==> src/common/eqPkg.sv <==
package eqPkg;

    // Q1.17 samples, weights and reference
    localparam int SampleWidth = 18;
    localparam int FracBits = 17;
    localparam int AccWidth = 40;

    localparam int WbAddrWidth = 3;
    localparam int WbDataWidth = 32;

    localparam logic [SampleWidth-1:0] DefaultRef = 18'h02000;
    localparam logic [SampleWidth-1:0] UnityWeight = 18'h1FFFF;

    // word addresses of the host register map
    typedef enum logic [WbAddrWidth-1:0] {
        CtrlReg    = 3'd0,
        RefReg     = 3'd1,
        TapSelReg  = 3'd2,
        TapRealReg = 3'd3,
        TapImagReg = 3'd4
    } regAddrT;

    typedef enum logic {
        BusIdle,
        BusAck
    } busStateT;

endpackage

==> src/common/coefBus.sv <==
`timescale 1ns/10ps
interface coefBus #(
    parameter int NumTaps = 8
);

    logic                                 adaptEnable;
    logic [2:0]                           stepSizeExponent;
    logic signed [eqPkg::SampleWidth-1:0] refLevel;

    // host access to one weight at a time
    logic [$clog2(NumTaps)-1:0]           tapSel;
    logic                                 tapWriteReal;
    logic                                 tapWriteImag;
    logic [eqPkg::SampleWidth-1:0]        tapWriteData;
    logic [eqPkg::SampleWidth-1:0]        tapReadReal;
    logic [eqPkg::SampleWidth-1:0]        tapReadImag;

    modport regs (
        output adaptEnable, stepSizeExponent, refLevel, tapSel,
        output tapWriteReal, tapWriteImag, tapWriteData,
        input  tapReadReal, tapReadImag
    );

    modport update (
        input  adaptEnable, stepSizeExponent, refLevel, tapSel,
        input  tapWriteReal, tapWriteImag, tapWriteData,
        output tapReadReal, tapReadImag
    );

endinterface

==> src/eqRegs.sv <==
`timescale 1ns/10ps
module eqRegs #(
    parameter int NumTaps = 8
) (
    input  logic                            clk,
    input  logic                            reset,
    input  logic                            wbCyc,
    input  logic                            wbStb,
    input  logic                            wbWe,
    input  logic [eqPkg::WbAddrWidth-1:0]   wbAdr,
    input  logic [eqPkg::WbDataWidth-1:0]   wbWriteData,
    output logic [eqPkg::WbDataWidth-1:0]   wbReadData,
    output logic                            wbAck,
    coefBus.regs                            coef
);

    localparam int SelWidth = $clog2(NumTaps);
    localparam int PadWidth = eqPkg::WbDataWidth - eqPkg::SampleWidth;

    eqPkg::busStateT state;
    eqPkg::regAddrT  addr;
    logic            request;
    logic            writeHit;

    assign addr = eqPkg::regAddrT'(wbAdr);
    assign request = wbCyc && wbStb && (state == eqPkg::BusIdle);
    assign writeHit = request && wbWe;
    assign wbAck = (state == eqPkg::BusAck);

    // weight writes land on the same edge as register writes
    assign coef.tapWriteReal = writeHit && (addr == eqPkg::TapRealReg);
    assign coef.tapWriteImag = writeHit && (addr == eqPkg::TapImagReg);
    assign coef.tapWriteData = wbWriteData[eqPkg::SampleWidth-1:0];

    always_ff @(posedge clk) begin
        if (reset) begin
            state <= eqPkg::BusIdle;
            coef.adaptEnable <= 1'b0;
            coef.stepSizeExponent <= '0;
            coef.refLevel <= eqPkg::DefaultRef;
            coef.tapSel <= '0;
        end else begin
            if (state == eqPkg::BusIdle) begin
                if (request) begin
                    state <= eqPkg::BusAck;
                end
            end else begin
                state <= eqPkg::BusIdle;
            end

            if (writeHit) begin
                case (addr)
                    eqPkg::CtrlReg: begin
                        coef.adaptEnable <= wbWriteData[0];
                        coef.stepSizeExponent <= wbWriteData[3:1];
                    end
                    eqPkg::RefReg:    coef.refLevel <= wbWriteData[eqPkg::SampleWidth-1:0];
                    eqPkg::TapSelReg: coef.tapSel <= wbWriteData[SelWidth-1:0];
                    default: ;
                endcase
            end
        end
    end

    // address is held by the master, so the mux is valid during ack
    always_comb begin
        case (addr)
            eqPkg::CtrlReg:
                wbReadData = {{(eqPkg::WbDataWidth-4){1'b0}},
                              coef.stepSizeExponent, coef.adaptEnable};
            eqPkg::RefReg:
                wbReadData = {{PadWidth{1'b0}}, coef.refLevel};
            eqPkg::TapSelReg:
                wbReadData = {{(eqPkg::WbDataWidth-SelWidth){1'b0}}, coef.tapSel};
            eqPkg::TapRealReg:
                wbReadData = {{PadWidth{coef.tapReadReal[eqPkg::SampleWidth-1]}},
                              coef.tapReadReal};
            eqPkg::TapImagReg:
                wbReadData = {{PadWidth{coef.tapReadImag[eqPkg::SampleWidth-1]}},
                              coef.tapReadImag};
            default:
                wbReadData = '0;
        endcase
    end

endmodule

==> src/flat_wrapper.sv <==
// flat-port wrapper written by rule: the top's interface ports become plain ports
module eqRegs_flat 
#(
    parameter int NumTaps = 8
)
  (clk, reset, wbCyc, wbStb, wbWe, wbAdr, wbWriteData, wbReadData, wbAck, coef_adaptEnable, coef_stepSizeExponent, coef_refLevel, coef_tapSel, coef_tapWriteReal, coef_tapWriteImag, coef_tapWriteData, coef_tapReadReal, coef_tapReadImag);
  coefBus #(.NumTaps(NumTaps)) coef_i ();
  input  logic clk;
  input  logic reset;
  input  logic wbCyc;
  input  logic wbStb;
  input  logic wbWe;
  input  logic [eqPkg::WbAddrWidth-1:0] wbAdr;
  input  logic [eqPkg::WbDataWidth-1:0] wbWriteData;
  output logic [eqPkg::WbDataWidth-1:0] wbReadData;
  output logic wbAck;
  output wire logic [$bits(coef_i.adaptEnable)-1:0] coef_adaptEnable;
  output wire logic [$bits(coef_i.stepSizeExponent)-1:0] coef_stepSizeExponent;
  output wire logic [$bits(coef_i.refLevel)-1:0] coef_refLevel;
  output wire logic [$bits(coef_i.tapSel)-1:0] coef_tapSel;
  output wire logic [$bits(coef_i.tapWriteReal)-1:0] coef_tapWriteReal;
  output wire logic [$bits(coef_i.tapWriteImag)-1:0] coef_tapWriteImag;
  output wire logic [$bits(coef_i.tapWriteData)-1:0] coef_tapWriteData;
  input wire logic [$bits(coef_i.tapReadReal)-1:0] coef_tapReadReal;
  input wire logic [$bits(coef_i.tapReadImag)-1:0] coef_tapReadImag;
  assign coef_adaptEnable = coef_i.adaptEnable;
  assign coef_stepSizeExponent = coef_i.stepSizeExponent;
  assign coef_refLevel = coef_i.refLevel;
  assign coef_tapSel = coef_i.tapSel;
  assign coef_tapWriteReal = coef_i.tapWriteReal;
  assign coef_tapWriteImag = coef_i.tapWriteImag;
  assign coef_tapWriteData = coef_i.tapWriteData;
  assign coef_i.tapReadReal = coef_tapReadReal;
  assign coef_i.tapReadImag = coef_tapReadImag;
  eqRegs #(.NumTaps(NumTaps)) u_core (.clk(clk), .reset(reset), .wbCyc(wbCyc), .wbStb(wbStb), .wbWe(wbWe), .wbAdr(wbAdr), .wbWriteData(wbWriteData), .wbReadData(wbReadData), .wbAck(wbAck), .coef(coef_i));
endmodule
==> config.mk <==
export PLATFORM = sky130hd
export DESIGN_NAME = eqRegs_flat
export DESIGN_NICKNAME = d
export VERILOG_FILES = /design/src/common/eqPkg.sv /design/src/common/coefBus.sv /design/src/eqRegs.sv /design/src/flat_wrapper.sv
export SDC_FILE = /design/constraint.sdc
export NUM_CORES = 1
export LEC_CHECK = 0
export BUFFER_PORTS_ARGS = -buffer_cell sky130_fd_sc_hd__buf_4
export CORE_ASPECT_RATIO = 0.5
export CORE_UTILIZATION = 35
export DETAILED_ROUTE_END_ITERATION = 16
export GPL_TIMING_DRIVEN = 1
export PLACE_DENSITY = 0.87
export SYNTH_ARGS = -nofsm -noshare
export SYNTH_HDL_FRONTEND = slang
export SYNTH_SLANG_ARGS = --single-unit
==> constraint.sdc <==
create_clock -name clk -period 1.2 [get_ports clk]
set_input_delay 0.12 -clock clk [delete_from_list [all_inputs] [get_ports clk]]
set_output_delay 0.12 -clock clk [all_outputs]
set_load 0.03 [all_outputs]
==> run metrics, run 1 <==
register bit total from synthesis 26; Overflow after GRT 0; Initial Utilization 37.0%; outcome complete, but fails checks; Pwr Density 690 mW/mm2; unrepaired setup endpoints after global routing yes; CP endpoint kind output port; placed instance count about 390; Slew Limit Fails 0; gr usage total between 20% and 30%; Wirelength per Cell 17.2 um; cell area after synthesis 0.00186 mm2; Port Buffer Count 139; Final Setup Violations 47; initial DRC count 76; share of post-route cells with drive strength above 1 66.8%; wire length of the first global-routing pass 8930 um; antenna viol nets, final 0; FF-to-FF End u_core.coef.refLevel[9]; synthesized area per cell 8.93 um2; Yosys warning count 0; vias in the first global route 1849; worst slew pin tran 0.333 ns; Synth cell types 26; f_max 0.705 GHz; R2R setup slack -0.21 ns; register area share after synthesis 28.0%; worst skew pair latency 0.28 ns; fin worst setup slack -0.219 ns; Yosys top cell area share 28.0%; worst r2r src u_core.wbAck; post-route cell area 0.00344 mm2; worst min path class primary input to register; Core ar. roughly 0.0050 mm2; root cell of the clock tree clkbuf_8; Tmin final 1.42 ns; Syn Nets 284; Layout Nets 411; drc violations 0; Rows 18; failing checks setup timing; die height 53.5 um; largest net degree at the start of global routing 45; Tcrit/Tclk final 118%; area growth from synthesis to layout 85.4%; Vias per Instance 5.00; CP Class register to output port; Initial DRT Pass Iterations 4; Total Power around 2400 uW; Final Util around two thirds; Gate Count Post-Synth 208; area leader, netlist dfxtp_1; Placement Setup Slack -0.158 ns; Inserted Diodes 0; Worst slew margin 77.8%; Startpoint Class register; CTS H-tree lvls 1; DP Area 0.00291 mm2; IO Pins 154; Hold Startpoint wbWriteData[17]; CP max FO 2; Num CTS Buffers 3; TritonCTS clock tree done; Sink Count 26; DP HPWL 4570 um; worst hold endpoint u_core.coef.refLevel[17]; CTS clock-pin slew for the worst setup and hold paths 0.10 ns; final hold vios 0; Max IR drop VDD between 300 and 400 uV; ranking of synthesized cells by area dfxtp_1 28%, mux2i_1 22%, buf_4 14%; CP required 1.08 ns; fin cells 404; Max clock buf depth 2; die extent in x 105 um; Hold Crit Depth 3; Pleak 0.00166 uW; routability cong. 0.798; R2R depth 6; initial antenna violation count 0; final WL 6940 um; CP Data Arrival Time 1.30 ns; max-cap viol count 0; total number of vias 2021; die footprint 0.00562 mm2; clock skew 0.0102 ns
==> logic make-up after synthesis <==
| kind of cell | Yosys count | synth area share, % |
|---|---|---|
| AO/OA/AOI/OAI | 23 | 8.62 |
| buffers and inverters | 47 | 17.8 |
| AND/OR/NAND/NOR | 71 | 23.4 |
| flip-flops | 26 | 28.0 |
| multiplexers | 41 | 22.1 |
==> metal layers <==
metal / track usage [%] / vias up / wire length, um / share of wire, %
met4: 7.51 / 0 / 170 / 2.4
met1: 22.5 / 970 / 2840 / 41
li1: - / 931 / - / -
met3: 3.82 / 18 / 372 / 5.4
met2: 41.1 / 102 / 3550 / 51
met5: 0 / - / 0 / 0
==> critical path: stages (launching register included) <==
cell and delay [ns]:
dfxtp_2 0.33, mux2i_1 0.14, o2bb2ai_1 0.11, a221o_1 0.29, buf_6 0.15
==> flip-flops by register name (all words and copies together) (netlist names) <==
signal	cells
u_core.coef.refLevel	18
u_core.coef.stepSizeExponent	3
u_core.coef.tapSel	3
u_core.coef.adaptEnable	1
u_core.wbAck	1
==> cells in the mapped netlist (all sizes together) <==
master and n:
and3b 1, o21ai 12, mux2i 41, or4 1
nor3b 2, a221o 4, buf 41, o2bb2ai 3
or4b 1, a21o 1, inv 1, dfxtp 26
nor3 4, nor2 4, a22o 2, nand4b 1
nand2b 42, o32ai 1, nand2 15, clkbuf 5
==> final cells by class <==
cell class	instances	area, um2
fillers	331	1580
repair buffers	168	1580
multi-input cells	135	1180
flip-flops and latches	26	542
well taps	70	87.6
clock buffers	4	55.1
inverters	1	3.75
==> how the worst max path moves through the flow <==
stage,from,end,slack (ns)
2_1_floorplan,u_core.wbAck,u_core.coef.tapSel[0],-0.20
3_3_place_gp,u_core.wbAck,u_core.coef.tapSel[0],-0.11
3_5_place_dp,u_core.wbAck,u_core.coef.stepSizeExponent[0],-0.16
4_1_cts,u_core.coef.refLevel[2],wbReadData[2],-0.20
5_1_grt,u_core.wbAck,u_core.coef.refLevel[9],-0.31
6_report,u_core.coef.refLevel[2],wbReadData[2],-0.22
==> per-stage QoR <==
step | TNS, ns | hold WS [ns]
after floorplan | -2.05 | 0.229
after global placement | -3.95 | 0.378
after detailed placement | -5.63 | 0.399
after CTS | -3.65 | 0.105
after global routing | -8.03 | 0.100
final | -5.83 | 0.112
==> cells in the final DEF (no fill, tap or decap), types with 3 or more instances in the layout <==
master	netlist	routed
buf_4	35	119
nand2b_1	42	42
mux2i_1	41	40
buf_6	1	27
buf_8	1	16
dfxtp_2	0	14
o21ai_2	0	12
dfxtp_1	26	11
nand2_4	0	7
nand2_1	15	4
a221o_1	4	4
nand2_2	0	4
clkbuf_8	0	4
o2bb2ai_1	3	3
buf_12	0	3
==> report_power, final <==
group / leakage [uW] / switching [uW] / internal, uW
sequential: 0.000217 / 6.39 / 868
combinational: 0.00141 / 465 / 461
clock: 0.0000288 / 283 / 294
total: 0.00166 / 754 / 1620
==> what timing repair did <==
item,CTS,global route
hold buffers,0,0
gates resized for setup,38,64
buffers inserted,7,2
endpoints found under the hold margin,0,0
gates cloned,1,2
setup endpoints to repair,59,59
pin swaps,6,8
(Power assumes the default switching activity.)
==> run 2, diff against run 1 <==
==> constraint.sdc (replaced) <==
create_clock -name clk -period 1.18 [get_ports clk]
set_input_delay 0 -clock clk [delete_from_list [all_inputs] [get_ports clk]]
set_output_delay 0 -clock clk [all_outputs]
set_load 0.03 [all_outputs]
==> run 2 against run 1 <==
Net effect: core utilization shrank 9.5 points; the run ends with hold timing, setup timing left; hold slack lost 0.11 ns; via count shrank 7.1%; register-to-register slack improved by 0.06 ns.
==> run metrics, run 2 (same netlist as run 1, synthesis figures left out) <==
worst hold endpoint u_core.coef.refLevel[17]; DP Area between 0.002 and 0.003 mm2; Crit path max-delay family flip-flops; die height 53.5 um; Total Power 2420 uW; Startpoint Class register; die extent in x roughly 110 um; final WL 5730 um; Internal Pwr Total approximately 1700 uW; Max IR drop VDD 778 uV; CP endpoint kind register; Rows 18; fin cells 395; antenna viol nets, final 0; Final Setup Violations 30; f_max between 0.7 and 0.8 GHz; unrepaired setup endpoints after global routing yes; hold_ws -0.00198 ns; FF-to-FF End u_core.coef.refLevel[2]; Port Buffer Count 139; Wirelength per Cell 14.5 um; fin worst setup slack -0.152 ns; vias in the first global route 1767; Vias per Instance around 4.8; Placement Setup Slack -0.160 ns; most frequent cells in the layout 148 x buf_4, 42 x nand2b_1, 40 x mux2i_1; Layout Nets 402; DP HPWL between 4000 and 5000 um; Gate power share 32.1%; crit path launch u_core.wbAck; logic depth of the worst setup path including buffers 5; area of the multi-input gates between 0.001 and 0.0015 mm2; Hold Startpoint wbWriteData[17]; gr usage total 19.8%; CP Class register to register; failing checks hold timing, setup timing; outcome complete, but fails checks; initial DRC count 44; max reg flops 18; CP Data Arrival Time 1.54 ns; CTS clock-pin slew for the worst setup and hold paths 0.10 ns; worst r2r src u_core.wbAck; post-route cell area 0.00297 mm2; final hold vios 2; IO Pins about 150; R2R depth 5; Overflow after GRT 0; worst slew pin tran 0.408 ns; worst min path class primary input to register; CTS H-tree lvls 1; Buffers & Inverters on Critical Path 2; area growth from synthesis to layout 59.7%; drc violations 0; clock skew 0.0103 ns; Seq pwr share a little under two fifths; total number of vias 1878; max-cap viol count 0; Tmin final 1.33 ns; initial antenna violation count 0; Sink Count 26; largest net degree at the start of global routing 45; Max clock buf depth 2; Clk network pwr share 31.1%; worst skew pair latency about 0.28 ns; die footprint 0.00562 mm2; P_sw 710 uW; Filler Cells Inserted 398; R2R setup slack -0.15 ns; slowest cell on the critical path dfxtp_4; Inserted Diodes 0; Initial DRT Pass Iterations 4; Top Registers u_core.coef.refLevel (18), u_core.coef.stepSizeExponent (3), u_core.coef.tapSel (3); placed instance count about 380; Biggest register u_core.coef.refLevel; Core ar. 0.00502 mm2; Tcrit/Tclk final 113%; CP Cell Sequence nand4b_4 -> buf_6 -> nor3_4 -> buf_12 -> mux2i_1; share of post-route cells with drive strength above 1 52.9%; CP required 1.38 ns; root cell of the clock tree clkbuf_8; CP max FO 14; Worst slew margin around 73%; TritonCTS clock tree done; Pleak between 0.001 and 0.0015 uW; Switching Fraction 29.4%; routability cong. between 0.8 and 0.9; maximum single-stage delay on the critical path 0.35 ns; Slew Limit Fails 0; commonest non-fill, non-tap cell in the layout buf_4; Pwr Density ~810 mW/mm2; FF/Latch Area 528 um2; Num CTS Buffers 3; Hold Crit Depth 3; wire length of the first global-routing pass 8630 um; Initial Utilization 37.0%
==> run 2: changes by cell type in the layout (fill, tap and decap cells not counted), sizes merged <==
cell	change
buf	-11
clkbuf	-3
dlygate4sd3	+4
bufinv	+1
==> run 2: worst max-delay path by stage <==
stage	end	slack [ns]
finish	u_core.coef.refLevel[2]	-0.15
global route	u_core.coef.refLevel[11]	-0.22
CTS	u_core.coef.refLevel[7]	-0.13
detailed placement	u_core.coef.tapSel[0]	-0.16
global placement	u_core.coef.tapSel[0]	-0.13
floorplan	u_core.coef.tapSel[0]	-0.20
==> run 2: per-layer routing <==
layer / vias to the layer above / wire length (um) / part of all wire (%) / track usage [%]
met2: 52 / 3140 / 55 / 40.0
met3: 8 / 162 / 2.8 / 3.08
li1: 912 / - / - / -
met1: 906 / 2370 / 41 / 22.8
met4: 0 / 50 / 0.87 / 4.46
met5: - / 0 / 0 / 0
==> run 2: repair_timing <==
| action | in CTS | in global routing |
|---|---|---|
| pin swaps | 4 | 1 |
| endpoints found under the hold margin | 2 | 1 |
| setup buffers | 3 | 0 |
| endpoints found under the setup margin | 30 | 33 |
| gates resized for setup | 10 | 3 |
| hold buffers | 3 | 1 |
==> run 2: metrics by stage <==
step / TNS (ns) / util (%)
6_report: -2.95 / 59.1
5_1_grt: -4.77 / 59.1
4_1_cts: -3.03 / 58.6
3_5_place_dp: -2.57 / 55.6
3_3_place_gp: -1.83 / 55.6
2_1_floorplan: -1.91 / -
==> run 2: cell type report <==
class                           count  area share, %
Sequential cell                    26           17.8
Inverter                            1          0.127
Clock buffer                        3           1.39
Timing Repair Buffer              159           41.8
Clock inverter                      1           1.01
Tap cell                           70           2.95
Multi-Input combinational cell    135           35.0
==> run 2: worst reg2reg max path, stage by stage, from the launching register on <==
cell	delay [ns]
dfxtp_4	0.35
nand4b_4	0.18
buf_6	0.15
nor3_4	0.16
buf_12	0.20
mux2i_1	0.22
==> run 2: power groups by stage <==
stage               Combinational (uW)  Clock [uW]  Sequential [uW]
floorplan                          447           0              922
global placement                   734           0              909
detailed placement                 748           0              909
CTS                                768         754              888
global route                       815         793              890
finish                             775         753              889
==> run 3, diff against run 2 <==
==> constraint.sdc (replaced) <==
create_clock -name clk -period 1.18 [get_ports clk]
set_input_delay 0.059 -clock clk [delete_from_list [all_inputs] [get_ports clk]]
set_output_delay 0.059 -clock clk [all_outputs]
set_load 0.03 [all_outputs]
==> run 3 against run 2 <==
Net effect: the flow finishes with violations (setup timing); core utilization increased by 1.8 points; clock power decreased by 23%; count of clock-buffer cells in the layout increased by 1; worst setup slack got worse by 0.034 ns; combinational power increased by 2.8%; cell count increased by 0.51%; cell area increased by 3.1%.
==> run metrics, run 3 (same netlist as run 1, synthesis figures left out) <==
outcome complete, but fails checks; failing checks setup timing; CP Cell Sequence nand4b_4 -> buf_6 -> nor3_4 -> buf_4 -> clkbuf_16 -> mux2i_1; Max clock buf depth 2; slowest cell on the critical path dfxtp_4; Top Registers u_core.coef.refLevel (18), u_core.coef.stepSizeExponent (3), u_core.coef.tapSel (3); vias in the first global route 1831; Tcrit/Tclk final 116%; Final Setup Violations 44; TritonCTS clock tree done; root cell of the clock tree clkbuf_8; Startpoint Class register; Core ar. 0.00502 mm2; IO Pins approximately 150; Filler Cells Inserted 404; CP endpoint kind register; clock skew 0.00769 ns; CP Class register to register; DP HPWL 4540 um; worst min path class primary input to register; initial antenna violation count 0; Rows 18; f_max 0.732 GHz; worst skew pair latency 0.27 ns; Slew Limit Fails 0; max reg flops 18; Port Buffer Count 139; Worst slew margin 69.1%; Inserted Diodes 0; Initial DRT Pass Iterations 6; hold_ws about 0.048 ns; final WL 6100 um; worst slew pin tran 0.462 ns; CTS H-tree lvls 1; final setup TNS -4.55 ns; drc violations 0; antenna viol nets, final 0; commonest non-fill, non-tap cell in the layout buf_4; Num CTS Buffers 3; final hold vios 0; Final Util 60.9%; Layout Nets around 400; largest net degree at the start of global routing 45; area growth from synthesis to layout 64.6%; Placement Setup Slack -0.182 ns; routability cong. 0.904; Pleak ~0.0015 uW; gr usage total approximately 20%; CP Data Arrival Time 1.57 ns; unrepaired setup endpoints after global routing yes; share of post-route cells with drive strength above 1 57.8%; CTS clock-pin slew for the worst setup and hold paths 0.08 ns; CP required 1.38 ns; Sink Count 26; most frequent cells in the layout 147 x buf_4, 42 x nand2b_1, 41 x mux2i_1; Biggest register u_core.coef.refLevel; Buffers & Inverters on Critical Path 3; Tmin final 1.37 ns; Pwr Density 741 mW/mm2; initial DRC count 42; die extent in x 105 um; Wirelength per Cell around 15 um; CP max FO 6; max-cap viol count 0; quantity of hold-fixing buffers added after cts 0; die footprint 0.00562 mm2; Vias per Instance a little under 5; Crit path max-delay family buffers and inverters; die height 53.5 um; wire length of the first global-routing pass roughly 8600 um; maximum single-stage delay on the critical path between 0.3 and 0.4 ns; fin worst setup slack -0.185 ns; Max IR drop VDD 512 uV; Initial Utilization 37.0%; total number of vias ~1900; Overflow after GRT 0
==> run 3: changes by cell type in the layout (fill, tap and decap cells not counted), sizes merged <==
cell	delta
buf	+5
bufinv	-1
clkbuf	+2
dlygate4sd3	-4
==> run 3: final timing paths <==
check | start | end | cells past startpoint | slack, ns
max | u_core.wbAck | u_core.coef.refLevel[4] | 6 | -0.19
min | wbStb | u_core.wbAck | 3 | 0.05
min reg2reg | u_core.coef.refLevel[4] | u_core.coef.refLevel[4] | 2 | 0.50
max reg2reg | u_core.wbAck | u_core.coef.refLevel[4] | 6 | -0.19
==> run 3: power by group <==
part           total, uW  switching [uW]  leakage, uW  internal, uW
Clock                581             282    0.0000288           298
Sequential           889            6.17     0.000215           883
Combinational        797             417      0.00125           380
Total               2270             705      0.00149          1560
==> run 3: final cells by class <==
cell class / count / area [um2] / share of cell area (%)
clock buffers: 4 / 55.1 / 1.80
inverters: 1 / 3.75 / 0.123
multi-input cells: 135 / 1070 / 35.1
flip-flops and latches: 26 / 534 / 17.5
well taps: 70 / 87.6 / 2.86
repair buffers: 161 / 1310 / 42.7
==> run 3: metrics by stage <==
step                instances  cell area (um2)  total power (uW)
global placement          387             2880              1670
floorplan                 208             1920              1380
detailed placement        387             2880              1690
global route              397             3060              2350
finish                    397             3060              2270
CTS                       394             2990              2260
==> run 3: timing repair <==
action	CTS	global route
cloned	0	1
pin swaps	3	2
resized for setup	11	10
setup buffers	3	2
endpoints found under the hold margin	0	0
setup endpoints to repair	31	35
==> run 3: worst min-delay path: stages <==
cell and delay [ns]:
buf_4 0.12, nand2_1 0.06, nor3_1 0.04
==> run 3: per-layer routing <==
metal	vias to the layer above	wire length (um)	GRT usage (%)
met1	927	2340	21.4
met2	67	3440	40.5
met4	0	75	5.40
met3	8	243	2.71
li1	921	-	-
met5	-	0	0
